--- src/st_bus_pkg.sv ---
// APB view of the ST I/O bridge
// Request and response bundles plus the register map
// used by the I/O controller side

package st_bus_pkg;

	typedef struct packed {
		logic        psel;
		logic        penable;
		logic        pwrite;
		logic [7:0]  paddr;
		logic [31:0] pwdata;
	} apb_req_t;

	typedef struct packed {
		logic [31:0] prdata;
		logic        pready;
		logic        pslverr;
	} apb_rsp_t;

	// Register offsets
	localparam logic [7:0] REG_CTRL      = 8'h00; // Read and write
	localparam logic [7:0] REG_STATUS    = 8'h04; // Read only
	localparam logic [7:0] REG_MIDI_DATA = 8'h08; // Read pops MIDI byte
	localparam logic [7:0] REG_PAR_DATA  = 8'h0C; // Read pops printer byte

	// Status word bits
	localparam int STAT_MIDI_AVAIL = 0;
	localparam int STAT_PAR_AVAIL  = 1;
	localparam int STAT_PAR_FULL   = 2;

endpackage

--- src/st_io_pkg.sv ---
// ST I/O bridge, core side definitions
// Control register layout as sent by the I/O controller,
// redirection codes and the extra joystick bit order

package st_io_pkg;

	typedef logic [7:0] byte_t;

	// USB target port on the I/O controller
	typedef enum logic [1:0] {
		REDIR_NONE    = 2'd0,
		REDIR_RS232   = 2'd1,
		REDIR_PRINTER = 2'd2,
		REDIR_MIDI    = 2'd3
	} redir_t;

	// 32 bit system control word, bit 31 first
	typedef struct packed {
		logic [1:0]  rsv_31_30;
		logic        blend;           // Bit 29 video blend
		logic        rsv_28;
		redir_t      usb_redirection; // Bits 27:26
		logic [3:0]  rsv_25_22;
		logic [1:0]  scanlines;       // Bits 21:20
		logic [11:0] rsv_19_8;
		logic [1:0]  fdc_wp;          // Bits 7:6 per drive
		logic [4:0]  rsv_5_1;
		logic        core_reset;      // Bit 0
	} ctrl_t;

	// Gauntlet style joystick, all active high
	typedef struct packed {
		logic fire;
		logic up;
		logic down;
		logic left;
		logic right;
	} joy_t;

endpackage
--- src/st_io_top.sv ---
// ST I/O bridge top level
// APB register block, MIDI output FIFO, MFP clock enable
// and parallel port glue between the core and the I/O controller

`timescale 1ns/1ps

module st_io_top
	import st_io_pkg::*, st_bus_pkg::*;
#(
	parameter int          MIDI_DEPTH   = 16,
	parameter int          PAR_DEPTH    = 4,
	parameter logic [31:0] SYSTEM_CLOCK = 32'd32_084_988,
	parameter logic [31:0] MFP_CLOCK    = 32'd2_457_600
) (
	input  logic     clk_32,
	input  logic     reset,
	input  apb_req_t apb_req,
	output apb_rsp_t apb_rsp,
	input  logic     midi_out_strobe,
	input  byte_t    midi_out,
	input  logic     parallel_out_strobe,
	input  byte_t    parallel_out,
	input  joy_t     joy2,
	input  joy_t     joy3,
	output ctrl_t    ctrl,
	output logic     core_reset,
	output logic     clk_mfp_en,
	output logic     printer_busy,
	output byte_t    parallel_in,
	output logic     parallel_in_strobe
);

	byte_t midi_head;
	logic  midi_avail;
	logic  midi_pop;
	byte_t par_head;
	logic  par_avail;
	logic  par_full;
	logic  par_pop;

	io_regs u_regs (
		.clk_32     (clk_32),
		.reset      (reset),
		.apb_req    (apb_req),
		.apb_rsp    (apb_rsp),
		.midi_head  (midi_head),
		.midi_avail (midi_avail),
		.par_head   (par_head),
		.par_avail  (par_avail),
		.par_full   (par_full),
		.midi_pop   (midi_pop),
		.par_pop    (par_pop),
		.ctrl       (ctrl),
		.core_reset (core_reset)
	);

	// Filled on ACIA data writes
	io_fifo #(
		.DEPTH (MIDI_DEPTH)
	) u_midi_fifo (
		.clk_32 (clk_32),
		.reset  (core_reset),
		.wr     (midi_out_strobe),
		.din    (midi_out),
		.rd     (midi_pop),
		.dout   (midi_head),
		.avail  (midi_avail),
		.full   () // No MIDI full bit in the status word
	);

	mfp_clock_gen #(
		.SYSTEM_CLOCK (SYSTEM_CLOCK),
		.MFP_CLOCK    (MFP_CLOCK)
	) u_mfp_clk (
		.clk_32     (clk_32),
		.reset      (core_reset),
		.clk_mfp_en (clk_mfp_en)
	);

	printer_port #(
		.PAR_DEPTH (PAR_DEPTH)
	) u_printer (
		.clk_32              (clk_32),
		.reset               (core_reset),
		.parallel_out_strobe (parallel_out_strobe),
		.parallel_out        (parallel_out),
		.par_pop             (par_pop),
		.redirection         (ctrl.usb_redirection),
		.joy2                (joy2),
		.joy3                (joy3),
		.par_head            (par_head),
		.par_avail           (par_avail),
		.par_full            (par_full),
		.printer_busy        (printer_busy),
		.parallel_in         (parallel_in),
		.parallel_in_strobe  (parallel_in_strobe)
	);

endmodule

--- src/printer_port.sv ---
// ST parallel port glue
// Buffers printer bytes for the I/O controller, picks the
// busy source and maps two extra joysticks onto the port input

`timescale 1ns/1ps

module printer_port
	import st_io_pkg::*;
#(
	parameter int PAR_DEPTH = 4
) (
	input  logic   clk_32,
	input  logic   reset,
	input  logic   parallel_out_strobe,
	input  byte_t  parallel_out,
	input  logic   par_pop,
	input  redir_t redirection,
	input  joy_t   joy2,
	input  joy_t   joy3,
	output byte_t  par_head,
	output logic   par_avail,
	output logic   par_full,
	output logic   printer_busy,
	output byte_t  parallel_in,
	output logic   parallel_in_strobe
);

	io_fifo #(
		.DEPTH (PAR_DEPTH)
	) u_par_fifo (
		.clk_32 (clk_32),
		.reset  (reset),
		.wr     (parallel_out_strobe), // CPU printer write
		.din    (parallel_out),
		.rd     (par_pop),
		.dout   (par_head),
		.avail  (par_avail),
		.full   (par_full)
	);

	// Busy from FIFO only when printing goes over USB
	assign printer_busy = (redirection == REDIR_PRINTER) ? par_full : joy2.fire;

	// Port lines are active low, joy2 on the upper nibble
	assign parallel_in = {~joy2.right, ~joy2.left, ~joy2.down, ~joy2.up,
		~joy3.right, ~joy3.left, ~joy3.down, ~joy3.up};
	assign parallel_in_strobe = ~joy3.fire; // joy3 fire on strobe

endmodule

--- src/mfp_clock_gen.sv ---
// MFP timer clock enable
// Fractional accumulator turning the 32 MHz system clock
// into an average 2.4576 MHz single cycle enable

`timescale 1ns/1ps

module mfp_clock_gen #(
	parameter logic [31:0] SYSTEM_CLOCK = 32'd32_084_988,
	parameter logic [31:0] MFP_CLOCK    = 32'd2_457_600
) (
	input  logic clk_32,
	input  logic reset,
	output logic clk_mfp_en
);

	logic [31:0] acc; // Phase accumulator

	always_ff @(posedge clk_32) begin
		if (reset) begin
			acc        <= '0;
			clk_mfp_en <= 1'b0;
		end else if (acc < SYSTEM_CLOCK) begin
			acc        <= acc + MFP_CLOCK;
			clk_mfp_en <= 1'b0;
		end else begin
			// Wrapped, keep the remainder and tick once
			acc        <= acc - SYSTEM_CLOCK + MFP_CLOCK;
			clk_mfp_en <= 1'b1;
		end
	end

endmodule

--- src/io_regs.sv ---
// APB register block of the ST I/O bridge
// Holds the system control word, reports FIFO status and
// hands MIDI and printer bytes to the I/O controller.
// Zero wait states, errors on unmapped or read-only writes

`timescale 1ns/1ps

module io_regs
	import st_io_pkg::*, st_bus_pkg::*;
(
	input  logic     clk_32,
	input  logic     reset,
	input  apb_req_t apb_req,
	output apb_rsp_t apb_rsp,
	input  byte_t    midi_head,
	input  logic     midi_avail,
	input  byte_t    par_head,
	input  logic     par_avail,
	input  logic     par_full,
	output logic     midi_pop,
	output logic     par_pop,
	output ctrl_t    ctrl,
	output logic     core_reset
);

	logic        access;    // APB access phase
	logic        rd_access;
	logic        wr_access;
	logic        addr_ok;   // Offset is mapped
	logic        addr_ro;   // Offset refuses writes
	logic        ctrl_wr;
	logic [31:0] status_word;
	logic [31:0] rd_data;

	assign access    = apb_req.psel & apb_req.penable;
	assign rd_access = access & ~apb_req.pwrite;
	assign wr_access = access & apb_req.pwrite;

	// Offset decode
	always_comb begin
		addr_ok = 1'b1;
		addr_ro = 1'b1;
		case (apb_req.paddr)
			REG_CTRL:      addr_ro = 1'b0;
			REG_STATUS:    addr_ro = 1'b1;
			REG_MIDI_DATA: addr_ro = 1'b1;
			REG_PAR_DATA:  addr_ro = 1'b1;
			default:       addr_ok = 1'b0; // Unmapped
		endcase
	end

	always_comb begin
		status_word                  = '0;
		status_word[STAT_MIDI_AVAIL] = midi_avail;
		status_word[STAT_PAR_AVAIL]  = par_avail;
		status_word[STAT_PAR_FULL]   = par_full;
	end

	// Read mux, empty FIFO reads back as zero
	always_comb begin
		rd_data = '0;
		case (apb_req.paddr)
			REG_CTRL:      rd_data = ctrl;
			REG_STATUS:    rd_data = status_word;
			REG_MIDI_DATA: rd_data = midi_avail ? {24'd0, midi_head} : 32'd0;
			REG_PAR_DATA:  rd_data = par_avail ? {24'd0, par_head} : 32'd0;
			default:       rd_data = '0;
		endcase
	end

	always_comb begin
		apb_rsp.prdata  = rd_access ? rd_data : 32'd0;
		apb_rsp.pready  = access;                 // No wait states
		apb_rsp.pslverr = access & (~addr_ok | (apb_req.pwrite & addr_ro));
	end

	// One pop per data read, only with a byte waiting
	assign midi_pop = rd_access & (apb_req.paddr == REG_MIDI_DATA) & midi_avail;
	assign par_pop  = rd_access & (apb_req.paddr == REG_PAR_DATA) & par_avail;

	assign ctrl_wr = wr_access & (apb_req.paddr == REG_CTRL);

	// Control word, reserved bits kept as written
	always_ff @(posedge clk_32) begin
		if (reset) begin
			ctrl <= '0;
		end else if (ctrl_wr) begin
			ctrl <= ctrl_t'(apb_req.pwdata);
		end
	end

	// Core held in reset by the pin or by the controller
	assign core_reset = reset | ctrl.core_reset;

endmodule

--- src/io_fifo.sv ---
// Byte FIFO between the ST core and the I/O controller
// First word fall through, head byte shown while avail is high.
// Writes into a full FIFO and reads from an empty one are ignored

`timescale 1ns/1ps

module io_fifo
	import st_io_pkg::*;
#(
	parameter int DEPTH = 16
) (
	input  logic  clk_32,
	input  logic  reset,
	input  logic  wr,
	input  byte_t din,
	input  logic  rd,
	output byte_t dout,
	output logic  avail,
	output logic  full
);

	localparam int PTR_W = (DEPTH > 1) ? $clog2(DEPTH) : 1;
	localparam int CNT_W = $clog2(DEPTH + 1);

	byte_t            mem [DEPTH];
	logic [PTR_W-1:0] wr_ptr;
	logic [PTR_W-1:0] rd_ptr;
	logic [CNT_W-1:0] count;
	logic             do_wr;
	logic             do_rd;

	assign full  = (count == CNT_W'(DEPTH));
	assign avail = (count != '0);
	assign do_wr = wr & ~full;   // Drop when full
	assign do_rd = rd & avail;
	assign dout  = mem[rd_ptr];  // Head byte

	// Storage, no reset needed
	always_ff @(posedge clk_32) begin
		if (do_wr) begin
			mem[wr_ptr] <= din;
		end
	end

	always_ff @(posedge clk_32) begin
		if (reset) begin
			wr_ptr <= '0;
			rd_ptr <= '0;
			count  <= '0;
		end else begin
			if (do_wr) begin
				wr_ptr <= (wr_ptr == PTR_W'(DEPTH - 1)) ? '0 : wr_ptr + 1'b1; // Wrap
			end
			if (do_rd) begin
				rd_ptr <= (rd_ptr == PTR_W'(DEPTH - 1)) ? '0 : rd_ptr + 1'b1;
			end
			case ({do_wr, do_rd})
				2'b10:   count <= count + 1'b1;
				2'b01:   count <= count - 1'b1;
				default: count <= count; // Both or none
			endcase
		end
	end

endmodule

--- config.mk ---
export PLATFORM = sky130hd
export DESIGN_NAME = st_io_top
export DESIGN_NICKNAME = d
export VERILOG_FILES = /design/src/st_bus_pkg.sv /design/src/st_io_pkg.sv /design/src/st_io_top.sv /design/src/printer_port.sv /design/src/mfp_clock_gen.sv /design/src/io_regs.sv /design/src/io_fifo.sv
export SDC_FILE = /design/constraint.sdc
export NUM_CORES = 1
export LEC_CHECK = 0
export BUFFER_PORTS_ARGS = -buffer_cell sky130_fd_sc_hd__clkbuf_2
export CORE_MARGIN = 2
export CORE_UTILIZATION = 55
export CTS_CLUSTER_DIAMETER = 40
export CTS_CLUSTER_SIZE = 28
export DETAILED_ROUTE_END_ITERATION = 12
export HOLD_SLACK_MARGIN = 0.15
export PLACE_DENSITY = 0.77
export SLEW_MARGIN = 20
export SYNTH_ARGS = -nofsm -noshare
export SYNTH_HDL_FRONTEND = slang
export SYNTH_SLANG_ARGS = --single-unit
--- constraint.sdc ---
create_clock -name clk_32 -period 4.8 [get_ports clk_32]
set_clock_uncertainty 0.2 [all_clocks]
set_input_delay 0.24 -clock clk_32 [delete_from_list [all_inputs] [get_ports clk_32]]
set_output_delay 0.24 -clock clk_32 [all_outputs]
set_load 0.005 [all_outputs]
---- Yosys cells after proc, flatten, opt, wreduce, memory -nomap -nowiden ----
Memories as Yosys holds them, arrays and structs flattened. A register that Yosys moved wholly into a read port is not among the register bits.
Index checks and enable logic that the tools add are counted.
operators by class
  mux-type cells .......................... 23
  eq/ne operators ......................... 14
  $lt $le $gt $ge ......................... 1
  bitwise operators ....................... 29
  add/sub/neg operators ................... 11
  reductions and logical operators ........ 6
operators with widths
  operator                                                      count
  case mux 32 bit (4 select lines)                              1
  adder 32 x 22 -> 32 bit, second input constant                2
  2-to-1 mux 32 bit                                             2
  less-than comparator 32 x 25 -> 1 bit, second input constant  1
  subtractor 32 x 25 -> 32 bit, second input constant           1
  equality test 8 x 4 -> 1 bit, second input constant           2
  2-to-1 mux 4 bit                                              4
  2-to-1 mux 8 bit                                              2
  AND 1 bit                                                     14
  NOT 1 bit                                                     13
  equality test 2 bit, second input constant                    5
  case mux 5 bit (2 select lines)                               1
  adder 4 x 1 -> 4 bit, second input constant                   2
  equality test 4 bit, second input constant                    2
  equality test 8 x 3 -> 1 bit, second input constant           1
  logical NOT 8 bit                                             1
  2-to-1 mux 1 bit                                              8
  2-to-1 mux 2 bit                                              4
  case mux 3 bit (2 select lines)                               1
  adder 5 x 1 -> 5 bit, second input constant                   1
  equality test 5 bit, second input constant                    1
  nonzero test 5 bit                                            1
  subtractor 5 x 1 -> 5 bit, second input constant              1
  adder 2 x 1 -> 2 bit, second input constant                   2
  other kinds (8)                                               11
word-level totals
  memories kept ........................... 2
  register bits ........................... 85
  RAM bits ................................ 160
  input bits .............................. 73
memory list
  name                      depth  bits a word  rd ports  clocked after memory_dff  wr ports  RTL line       source
  u_midi_fifo.mem           16     8            1         1                         1         io_fifo.sv:25  byte_t mem [DEPTH];
  u_printer.u_par_fifo.mem  4      8            1         1                         1         io_fifo.sv:25

---- Logic depth before layout (Yosys ltp) ----
Gate-level depths: netlist (run 1).
  depth after elaboration ................. 7
  mapped depth ............................ 16
  gate-level depth less buffers ........... 13

---- Hierarchy ----
From an unflattened synthesis (run 1), not the netlist that was laid out.
second synthesis, totals
  cell total of the unflattened synthesis .. 913
  area total of the unflattened synthesis .. 11639.9 µm²
by module, submodules not included
  module                           instances  area an instance (µm²)  cells an instance
  io_fifo at u_midi_fifo           1          5810.6                  325
  mfp_clock_gen                    1          2128.3                  254
  io_regs                          1          1988.2                  227
  io_fifo at u_printer.u_par_fifo  1          1650.3                  96
  printer_port                     1          62.6                    11

---- Worst setup path before layout (run 1) ----
OpenSTA, ideal clock, no wires.
  kind .................................... input to register
  from .................................... input apb_req[40] in the netlist's numbering
  to ...................................... register u_midi_fifo.count[4]
  cell stages on the path ................. 15
  data required time ...................... 4.530 ns
  library setup time ...................... 0.070 ns
  path buffers ............................ 2
  arrival ................................. 3.273 ns
  slack ................................... 1.257 ns
  path through ............................ nand3b_1 nand4b_1 or4b_1 buf_2 inv_2 ha_1 clkbuf_1 xor2_1 ha_1 o21a_1 o22a_1 a21oi_1 xor2_1 or3_1 a21oi_1
between the ends
  word-level cells in the longest chain between the ends .. 7
  elaborated cells between the ends (all ways) .. 9
ends and longest elaborated chain
  item                                                                   RTL line         source
  start, declared                                                        st_io_top.sv:17  input apb_req_t apb_req,
  NOT 1 bit *                                                            io_regs.sv:36    assign rd_access = access & ~apb_req.pwrite;
  AND 1 bit *                                                            io_regs.sv:36
  AND 1 bit * (2 in a row)                                               io_regs.sv:78    assign midi_pop = rd_access & (apb_req.paddr == REG_MIDI_DATA) & midi_avail;
  AND 1 bit *                                                            io_fifo.sv:35    assign do_rd = rd & avail;
  equality test 2 x 1 -> 1 bit or equality test 2 bit (tied branches)    io_fifo.sv:57    case ({do_wr, do_rd})
  case mux 5 bit (2 select lines) or nonzero test 2 bit (tied branches)  -
  end signal, assigned                                                   io_fifo.sv:58    2'b10: count <= count + 1'b1;
  end signal, assigned                                                   io_fifo.sv:59    2'b01: count <= count - 1'b1;
  end signal, assigned                                                   io_fifo.sv:60    default: count <= count;
  end, declared                                                          io_fifo.sv:28    logic [CNT_W-1:0] count;
Every way passes the cells marked *; elsewhere a longest branch is shown, timed or not.
A chain may end at the register's enable or synchronous reset.

---- Worst setup path in the final report (run 1) ----
Same ends and word-level chain as after synthesis.

==> results.json, run 1 <==
{
  "setup_tns_ns": 0,
  "drive_above_1_share_pct": 25.79,
  "synth_edf_count": 160,
  "fmax_mhz": 276.6,
  "hold_buffers": 50,
  "layout_common_cells": "160 x edfxtp_1, 150 x clkbuf_2, 97 x nand2_1",
  "max-vdd-ir-drop_v": 0.0004272,
  "crit_type": "in2reg",
  "post-route-min-period_ns": 3.615,
  "power_density_mw_per_mm2": 432.5,
  "final-setup-viol-count": 0,
  "syn2layout_area_growth_pct": 24.09,
  "wl_met3_um": 1768,
  "crit_chain": "clkbuf_2 > nand3b_1 > nand4b_1 > or4b_1 > inv_2 > ha_1 > xor2_1 > ha_1 > o21a_1 > o22a_1 > a21oi_1 > xor2_1 > or3_1 > a21oi_1",
  "path_depth": 14,
  "ys_dominant_reg_cell": "edfxtp_1",
  "drt_iter0_drc": 647,
  "rsz0062_at_grt": "no",
  "cap_violations": 0,
  "cts_setup_buffers": 0,
  "cp.arrival_ns": 3.85,
  "route.detailed.drc": 0,
  "relSlewSlack_pct": 26.14,
  "leakagePower_uw": 0.004864,
  "hold_path.class": "in2reg",
  "ys_seq_area_share_pct": 61.67,
  "diodes": 0,
  "synth.distinct_cells": 65,
  "synth_area_leader_cell": "edfxtp_1",
  "slew_violations": 0,
  "cts_root_buf": "clkbuf_16",
  "die_h_um": 143.4,
  "dr_total_vias": 7511,
  "first_global_vias": 7345,
  "hold_path_depth": 2,
  "synth_warnings": 0,
  "detailed_place_hpwl_um": 16170,
  "synth_area_mm2": 0.01068,
  "cp_slowest_cell": "or4b_1",
  "die_area_mm2": 0.02055,
  "synthTopCellsByArea": "edfxtp_1 45%, dfxtp_1 17%, mux4_2 9.1%, a21oi_1 3.8%, nand2_1 3.4%",
  "ios": 151,
  "cts.sinks": 249,
  "grt_max_degree": 36,
  "cts_tree": "done",
  "ant_nets": 0,
  "ctsResizeCount": 0,
  "fin_nets": 1137,
  "path_clk_slew_ns": 0.06,
  "portBuffers": 150,
  "fp-row-count": 50,
  "clock_latency_ns": 0.50,
  "cp_slowest_stage_delay_ns": 0.71,
  "fp.dieW_um": 143.4,
  "cts_buffers": 34,
  "fp.coreArea_mm2": 0.01889,
  "grt_pass1_wl_um": 38690,
  "start_kind": "input port",
  "grt_usage_pct": 24.66,
  "top_layer": "met4",
  "dr.pass1.iters": 5,
  "crit_family": "simple AND/OR/NAND/NOR gates",
  "synthDominantCellAreaShare_pct": 44.99,
  "clk_path_buf_depth": 3,
  "routabilityCongestion": 0.8599,
  "met1Wirelength_um": 10350,
  "r2r_cells": 13,
  "synth_nets": 938,
  "async_reset_ff_share_pct": 0,
  "grt.overflow.total": 0,
  "final_common_cell": "edfxtp_1",
  "htree_levels": 2,
  "end_kind": "flip-flop",
  "status": "completed",
  "tightest_slew_ns": 1.104,
  "fill_cells": 1264,
  "yosys_register_bits": 249,
  "antenna_found_initial": 0,
  "synth.avg_cell_area_um2": 12.62,
  "critPathMaxFanout": 10,
  "crit_required_ns": 5.03,
  "start_util_pct": 56.53,
  "fin_crit_sh_pct": 75.31,
  "finalHoldViolCount": 0,
  "holdWs_ns": 0.1937,
  "syn_inst": 846,
  "wirelength_um": 25190,
  "avgRoutedWirePerCell_um": 18.94,
  "cp_num_buf_inv": 2,
  "avgViaCountPerCell": 5.647,
  "dr_wl_met2_um": 12510
}
flip-flops by register name (all words and copies together) (netlist names), named ones only:
signal                       flops
u_mfp_clk.acc                   30
u_printer.u_par_fifo.rd_ptr      2
u_midi_fifo.rd_ptr               4
u_printer.u_par_fifo.count       3
u_mfp_clk.clk_mfp_en             1
u_printer.u_par_fifo.wr_ptr      2
u_midi_fifo.wr_ptr               4
u_midi_fifo.mem                128
u_printer.u_par_fifo.mem        32
u_regs.ctrl                     32
u_midi_fifo.count                5
kinds of logic (layout without fill, tap and decap cells):
family          Yosys count  count (layout)  share of synthesized area [%]
buf+inv                  73             297                          2.718
flops                   249             249                          61.67
mux                      58              58                          10.56
fa+ha+maj                19              19                          2.296
simple gates            269             269                          11.86
compound gates          151             151                          8.693
xor+xnor                 27              27                          2.214
layout make-up:
type | count | area (um2) | area share, %
multi-input cells | 524 | 3837 | 28.96
clock buffers | 45 | 955.9 | 7.213
inverters | 30 | 112.6 | 0.8497
well taps | 260 | 325.3 | 2.455
clock inverters | 16 | 137.6 | 1.039
flip-flops and latches | 249 | 6588 | 49.71
repair buffers | 206 | 1296 | 9.781
per-layer routing:
layer / up-vias / GRT usage, %
met5: - / 0
met1: 3639 / 31.48
met3: 47 / 4.332
met4: 0 / 7.946
met2: 316 / 43.14
li1: 3509 / -
cells in the mapped netlist (all sizes together), types with 4 or more instances:
| cell | instances |
|---|---|
| edfxtp | 160 |
| nand2 | 97 |
| dfxtp | 89 |
| a21oi | 81 |
| nor2 | 70 |
| mux4 | 43 |
| and2 | 30 |
| inv | 30 |
| clkbuf | 26 |
| o21ai | 21 |
| ha | 18 |
| nor3 | 18 |
| buf | 17 |
| xnor2 | 16 |
| nor2b | 11 |
| xor2 | 11 |
| nand3 | 9 |
| or3 | 9 |
| mux2i | 8 |
| mux2 | 7 |
| o22ai | 6 |
| a211oi | 5 |
| a21boi | 5 |
| and3 | 4 |
| nor4 | 4 |
| o21a | 4 |
power breakdown:
part / internal (uW) / switching (uW)
sequential: 2400 / 111
clock: 1470 / 908
combinational: 367 / 476
path summary, 6_finish.rpt:
path	startpoint	endpoint	slack (ns)
worst min register to register	u_regs.ctrl[29]$_SDFFE_PP0P_	u_regs.ctrl[29]$_SDFFE_PP0P_	0.26
worst max-delay path	apb_req[40]	u_midi_fifo.count[4]$_SDFFE_PP0P_	1.18
worst min-delay path	reset	u_regs.ctrl[7]$_SDFFE_PP0P_	0.19
worst max register to register	u_midi_fifo.count[1]$_SDFFE_PP0P_	u_midi_fifo.count[4]$_SDFFE_PP0P_	1.19
per-stage QoR:
stage	utilization, %	area, um2	power (uW)	instances	worst slack [ns]
after detailed placement	61.67	11650	3336	1219	0.7720
after CTS	70.11	13250	5759	1330	1.099
after global routing	70.15	13250	5959	1330	0.8852
after global placement	61.67	11650	3320	1219	0.8550
after floorplan	-	10680	3135	846	1.257
final	70.15	13250	5731	1330	1.185
Power figures use the tool's default switching activity.
==> run 2, diff against run 1 <==
- ABC_AREA: default -> 1
- CORE_UTILIZATION: 55 -> 53
- clock period: 4.8 -> 3.2 ns (I/O delays scaled with it)
==> run 2 against run 1 <==
Count of clock-buffer cells in the layout down 7. Sequential share of layout area down 5.7 points. Global-route usage rose by 3.6 points. Sequential cell count unchanged. First-iteration DRC count rose by 64%. Worst hold slack got worse by 0.065 ns. Power increased by 60%. Wire length rose by 33%. Cell area up 13%. Cell count is 44% higher. Largest cell class unchanged.
==> results.json, run 2 <==
{
  "p_comb_share_pct": 20.7,
  "drt_iter0_drc": 1060,
  "status": "completed",
  "antenna_found_initial": 0,
  "cts_root_buf": "clkbuf_16",
  "hold_path.class": "in2reg",
  "portBuffers": 150,
  "final-setup-viol-count": 0,
  "path_clk_slew_ns": 0.06,
  "leakagePower_uw": 0.006003,
  "die_area_mm2": 0.02331,
  "regMostFlops": "u_midi_fifo.mem",
  "dr.pass1.iters": 7,
  "synth.avg_cell_area_um2": 8.654,
  "start_util_pct": 53.86,
  "seq_power_share_pct": 41.6,
  "multi_input_comb_area_mm2": 0.004409,
  "crit_required_ns": 3.43,
  "grt_usage_pct": 28.23,
  "max-vdd-ir-drop_v": 0.0008391,
  "tightest_slew_ns": 0.9268,
  "clk_path_buf_depth": 3,
  "syn_inst": 1354,
  "fill_cells": 1555,
  "route.detailed.drc": 0,
  "sw_frac_of_total_pct": 31.71,
  "ios": 151,
  "synthTopCellsByCount": "300 x nand2_1, 211 x nor2_1, 160 x edfxtp_1",
  "diodes": 0,
  "fp-row-count": 54,
  "routabilityCongestion": 0.9397,
  "synth_area_mm2": 0.01172,
  "dr_total_vias": 10750,
  "synth_nets": 1446,
  "p_int_uw": 6258,
  "cp_slowest_cell": "dlygate4sd3_1",
  "slew_violations": 0,
  "rsz0062_at_grt": "no",
  "first_global_vias": 10520,
  "detailed_place_hpwl_um": 19180,
  "ys_dominant_reg_cell": "edfxtp_1",
  "ys_seq_area_share_pct": 56.21,
  "holdWs_ns": 0.1290,
  "async_reset_ff_share_pct": 0,
  "cp_num_buf_inv": 3,
  "layout_common_cells": "300 x nand2_1, 208 x nor2_1, 160 x edfxtp_1",
  "fmax_mhz": 325.9,
  "fp.coreArea_mm2": 0.02176,
  "cts.sinks": 249,
  "post-route-min-period_ns": 3.069,
  "grt.overflow.total": 0,
  "start_kind": "flip-flop",
  "largest_register_ffs": 128,
  "grt_pass1_wl_um": 53720,
  "synth_warnings": 0,
  "clock_latency_ns": 0.56,
  "critPathMaxFanout": 8,
  "final_common_cell": "nand2_1",
  "cap_violations": 0,
  "clock_power_share_pct": 37.7,
  "fp.dieW_um": 152.7,
  "crit_chain": "inv_1 > nand3_2 > nand4_4 > dlygate4sd3_1 > nor2_2 > ha_1 > inv_1 > fa_1 > a21oi_1 > o21ai_0 > o21ai_0 > a21oi_1",
  "synth_most_common_cell": "nand2_1",
  "synthDominantCellAreaShare_pct": 41.00,
  "power_density_mw_per_mm2": 612.6,
  "grt_max_degree": 81,
  "ant_nets": 0,
  "synth_area_leader_cell": "edfxtp_1",
  "htree_levels": 1,
  "synthTopCellsByArea": "edfxtp_1 41%, dfxtp_1 15%, nand2_1 9.6%, nor2_1 6.8%, inv_1 4.1%",
  "avgViaCountPerCell": 5.597,
  "synth.distinct_cells": 46,
  "finalPower_uw": 9164,
  "cp.arrival_ns": 3.30,
  "switchingPower_uw": 2905,
  "fin_nets": 1709,
  "cts_buffers": 30,
  "die_h_um": 152.7,
  "top_regs": "u_midi_fifo.mem (128), u_printer.u_par_fifo.mem (32), u_regs.ctrl (32)",
  "crit_family": "buffers and inverters",
  "cts_tree": "done",
  "synth_edf_count": 160,
  "final_util_pct": 68.75,
  "yosys_register_bits": 249,
  "crit_type": "reg2reg",
  "end_kind": "flip-flop",
  "syn2layout_area_growth_pct": 27.66,
  "register_area_mm2": 0.006588,
  "relSlewSlack_pct": 37.98,
  "drive_above_1_share_pct": 15.23,
  "finalHoldViolCount": 0,
  "wirelength_um": 33620,
  "avgRoutedWirePerCell_um": 17.50,
  "setup_tns_ns": 0,
  "cts_setup_buffers": 0,
  "cp_slowest_stage_delay_ns": 0.65,
  "fin_crit_sh_pct": 95.90
}
-- run 2: cell types whose count changed in the layout (fill, tap and decap cells not counted), sizes merged, moves of 43 or more --
| cell | change |
|---|---|
| dlygate4sd3 | +70 |
| inv | +102 |
| mux4 | -43 |
| nand2 | +211 |
| nand3 | +80 |
| nor2 | +145 |
| o21ai | +71 |
-- run 2: per-layer routing --
layer | vias up | global-route usage, % | wire length, um
met1 | 5010 | 34.49 | 12870
met3 | 141 | 4.096 | 2323
met5 | - | 0 | 0
met2 | 553 | 49.48 | 16850
met4 | 0 | 13.10 | 1583
li1 | 5048 | - | -
-- run 2: timing repair --
item / in CTS / in global routing
setup endpoints to repair: 0 / 12
gates resized for setup: 0 / 8
endpoints found under the hold margin: 210 / 0
hold buffers: 121 / 0
-- run 2: worst reg2reg max path, stage by stage (launching register included) --
cell and delay, ns:
dfxtp_1 0.39, inv_1 0.11, nand3_2 0.13, nand4_4 0.17
dlygate4sd3_1 0.65, nor2_2 0.16, ha_1 0.17, inv_1 0.07
fa_1 0.39, a21oi_1 0.16, o21ai_0 0.12, o21ai_0 0.18
a21oi_1 0.06
-- run 2: power by group through the flow --
stage / combinational (uW) / sequential [uW] / clock (uW)
floorplan: 1520 / 3800 / 0
global placement: 1770 / 3860 / 0
detailed placement: 1810 / 3870 / 0
CTS: 1870 / 3800 / 3440
global route: 2180 / 3840 / 3610
finish: 1900 / 3810 / 3450
-- run 2: logic make-up (layout without fill, tap and decap cells) --
logic type	Yosys count	after routing	synth area share, %
buf+inv	187	474	6.514
simple gates	644	644	22.62
fa+ha+maj	19	19	2.093
xor+xnor	15	15	1.121
flops	249	249	56.21
compound gates	240	240	11.45
-- run 2: layout make-up --
class | count | share of cell area (%)
Sequential cell | 249 | 44.04
Multi-Input combinational cell | 918 | 29.48
Timing Repair Buffer | 287 | 13.99
Clock buffer | 38 | 5.420
Inverter | 131 | 3.287
Tap cell | 280 | 2.342
Clock inverter | 18 | 1.447
-- run 2: path summary, 6_finish.rpt --
| path | startpoint | to | slack [ns] | depth (start not counted) |
|---|---|---|---|---|
| max | u_printer.u_par_fifo.count[0]$_SDFFE_PP0P_ | u_printer.u_par_fifo.count[2]$_SDFFE_PP0P_ | 0.13 | 12 |
| min | apb_req[35] | u_midi_fifo.rd_ptr[3]$_SDFFE_PP0N_ | 0.13 | 7 |
| max reg2reg | u_printer.u_par_fifo.count[0]$_SDFFE_PP0P_ | u_printer.u_par_fifo.count[2]$_SDFFE_PP0P_ | 0.13 | 12 |
| min reg2reg | u_mfp_clk.acc[2]$_SDFFE_PP0N_ | u_mfp_clk.acc[2]$_SDFFE_PP0N_ | 0.29 | 1 |
-- run 2: metrics by stage --
step	instances	worst slack, ns	instance area [um2]
6_report	1921	0.1312	14960
5_1_grt	1921	0.02724	14960
4_1_cts	1922	0.04988	14930
3_5_place_dp	1745	0.5474	12690
3_3_place_gp	1745	0.6228	12690
2_1_floorplan	1354	0.7524	11720
==> run 3, diff against run 2 <==
- CTS_BUF_LIST: default -> sky130_fd_sc_hd__clkbuf_8 sky130_fd_sc_hd__clkbuf_16
==> run 3 against run 2 <==
Sequential cell count did not move. First-iteration DRC count rose by 1.9%. Critical path depth did not move. Clock power barely moved. Die area did not move. Largest cell class unchanged. Critical endpoint unchanged. Worst hold slack improved by 0.0090 ns. Cell count did not move. Non-clock buffer count did not move. Via count fell by 0.13%. Combinational power barely moved.
==> results.json, run 3 (synthesized netlist as in run 2, its figures left out) <==
{
  "status": "completed",
  "crit_family": "buffers and inverters",
  "grt.overflow.total": 0,
  "leakagePower_uw": 0.006024,
  "avgViaCountPerCell": 5.590,
  "detailed_place_hpwl_um": 19180,
  "hold_path.class": "in2reg",
  "htree_levels": 1,
  "start_kind": "flip-flop",
  "fp.dieW_um": 152.7,
  "crit_required_ns": 3.43,
  "fill_cells": 1555,
  "register_area_mm2": 0.006588,
  "switchingPower_uw": 2898,
  "drt_iter0_drc": 1080,
  "path_depth": 12,
  "fmax_mhz": 326.5,
  "dr.pass1.iters": 6,
  "slew_violations": 0,
  "route.detailed.drc": 0,
  "cp_slowest_cell": "dlygate4sd3_1",
  "end_kind": "flip-flop",
  "cp_slowest_stage_delay_ns": 0.65,
  "relSlewSlack_pct": 37.77,
  "clock_power_share_pct": 37.6,
  "grt_pass1_wl_um": 53720,
  "multi_input_comb_area_mm2": 0.004409,
  "met1Wirelength_um": 12710,
  "fin_area_mm2": 0.01496,
  "tightest_slew_ns": 0.9300,
  "syn2layout_area_growth_pct": 27.66,
  "max-vdd-ir-drop_v": 0.0008369,
  "r2r_cells": 12,
  "fin_nets": 1709,
  "cts.sinks": 249,
  "diodes": 0,
  "cp.arrival_ns": 3.30,
  "cts_setup_buffers": 0,
  "ios": 151,
  "grt_usage_pct": 28.23,
  "fin_crit_sh_pct": 95.71,
  "post-route-min-period_ns": 3.063,
  "wirelength_um": 33500,
  "start_util_pct": 53.86,
  "p_int_uw": 6242,
  "path_clk_slew_ns": 0.06,
  "dr_total_vias": 10740,
  "finalHoldViolCount": 0,
  "cts_buffers": 30,
  "drive_above_1_share_pct": 15.23,
  "regMostFlops": "u_midi_fifo.mem",
  "clk_path_buf_depth": 3,
  "dr_wl_met2_um": 16800,
  "critPathMaxFanout": 8,
  "avgRoutedWirePerCell_um": 17.44,
  "p_comb_share_pct": 20.7,
  "rsz0062_at_grt": "no",
  "crit_chain": "inv_1 > nand3_2 > nand4_4 > dlygate4sd3_1 > nor2_2 > ha_1 > inv_1 > fa_1 > a21oi_1 > o21ai_0 > o21ai_0 > a21oi_1",
  "top_regs": "u_midi_fifo.mem (128), u_printer.u_par_fifo.mem (32), u_regs.ctrl (32)",
  "first_global_vias": 10520,
  "setup_tns_ns": 0,
  "grt_max_degree": 81,
  "wl_met3_um": 2365,
  "final_common_cell": "nand2_1",
  "top_layer": "met4",
  "post_dp_cell_area_mm2": 0.01269,
  "cts_root_buf": "clkbuf_16",
  "seq_power_share_pct": 41.7,
  "antenna_found_initial": 0,
  "final-setup-viol-count": 0,
  "clock_latency_ns": 0.56,
  "largest_register_ffs": 128,
  "ant_nets": 0,
  "portBuffers": 150,
  "cp_num_buf_inv": 3,
  "die_area_mm2": 0.02331,
  "fp.coreArea_mm2": 0.02176,
  "sw_frac_of_total_pct": 31.70,
  "fp-row-count": 54,
  "cts_tree": "done",
  "die_h_um": 152.7,
  "hold_path_depth": 7,
  "layout_common_cells": "300 x nand2_1, 208 x nor2_1, 160 x edfxtp_1",
  "power_density_mw_per_mm2": 611.0,
  "routabilityCongestion": 0.9397,
  "cap_violations": 0,
  "crit_type": "reg2reg"
}
[run 3: power groups by stage]
stage	Sequential (uW)	Clock (uW)	Combinational, uW
after floorplan	3800	0	1520
after global placement	3860	0	1770
after detailed placement	3870	0	1810
after CTS	3800	3420	1870
after global routing	3840	3600	2180
final	3810	3430	1900
[run 3: final cells by class]
class	count	area share (%)
sequential	249	44.04
multi-input combinational	918	29.48
clock inverter	23	1.573
tap	280	2.342
inverter	131	3.287
clock buffer	33	5.295
timing repair buffer	287	13.99
[run 3: worst paths after layout]
path                                           endpoint                                       start  slack [ns]
min reg2reg               u_mfp_clk.acc[2]$_SDFFE_PP0N_               u_mfp_clk.acc[2]$_SDFFE_PP0N_        0.29
min                  u_midi_fifo.rd_ptr[3]$_SDFFE_PP0N_                                 apb_req[35]        0.14
max reg2reg  u_printer.u_par_fifo.count[2]$_SDFFE_PP0P_  u_printer.u_par_fifo.count[0]$_SDFFE_PP0P_        0.14
max          u_printer.u_par_fifo.count[2]$_SDFFE_PP0P_  u_printer.u_par_fifo.count[0]$_SDFFE_PP0P_        0.14
[run 3: what timing repair did]
action,CTS,global route
endpoints found under the hold margin,210,0
resized for setup,0,8
setup endpoints to repair,0,12
hold buffers,121,0
[run 3: layer usage]
metal	vias up	global-route usage [%]
li1	5048	-
met1	4978	34.49
met2	566	49.48
met3	146	4.096
met4	0	13.10
met5	-	0
[run 3: per-stage QoR]
stage               total power (uW)  hold WS, ns  cells  worst slack [ns]  util (%)
floorplan                       5324      0.05887   1354            0.7524         -
global placement                5631       0.1869   1745            0.6228     58.33
detailed placement              5673       0.1942   1745            0.5474     58.33
CTS                             9099       0.1553   1922           0.04988     68.62
global route                    9613       0.1742   1921           0.02724     68.75
finish                          9140       0.1380   1921            0.1374     68.75
[run 3: worst register-to-register path, delay by kind of cell, from the launching register on]
| kind | cells | cell delay (ns) |
|---|---|---|
| fa+ha+maj | 2 | 0.55 |
| compound gates | 4 | 0.50 |
| simple gates | 3 | 0.46 |
| buf+inv | 3 | 0.83 |
| flops | 1 | 0.39 |
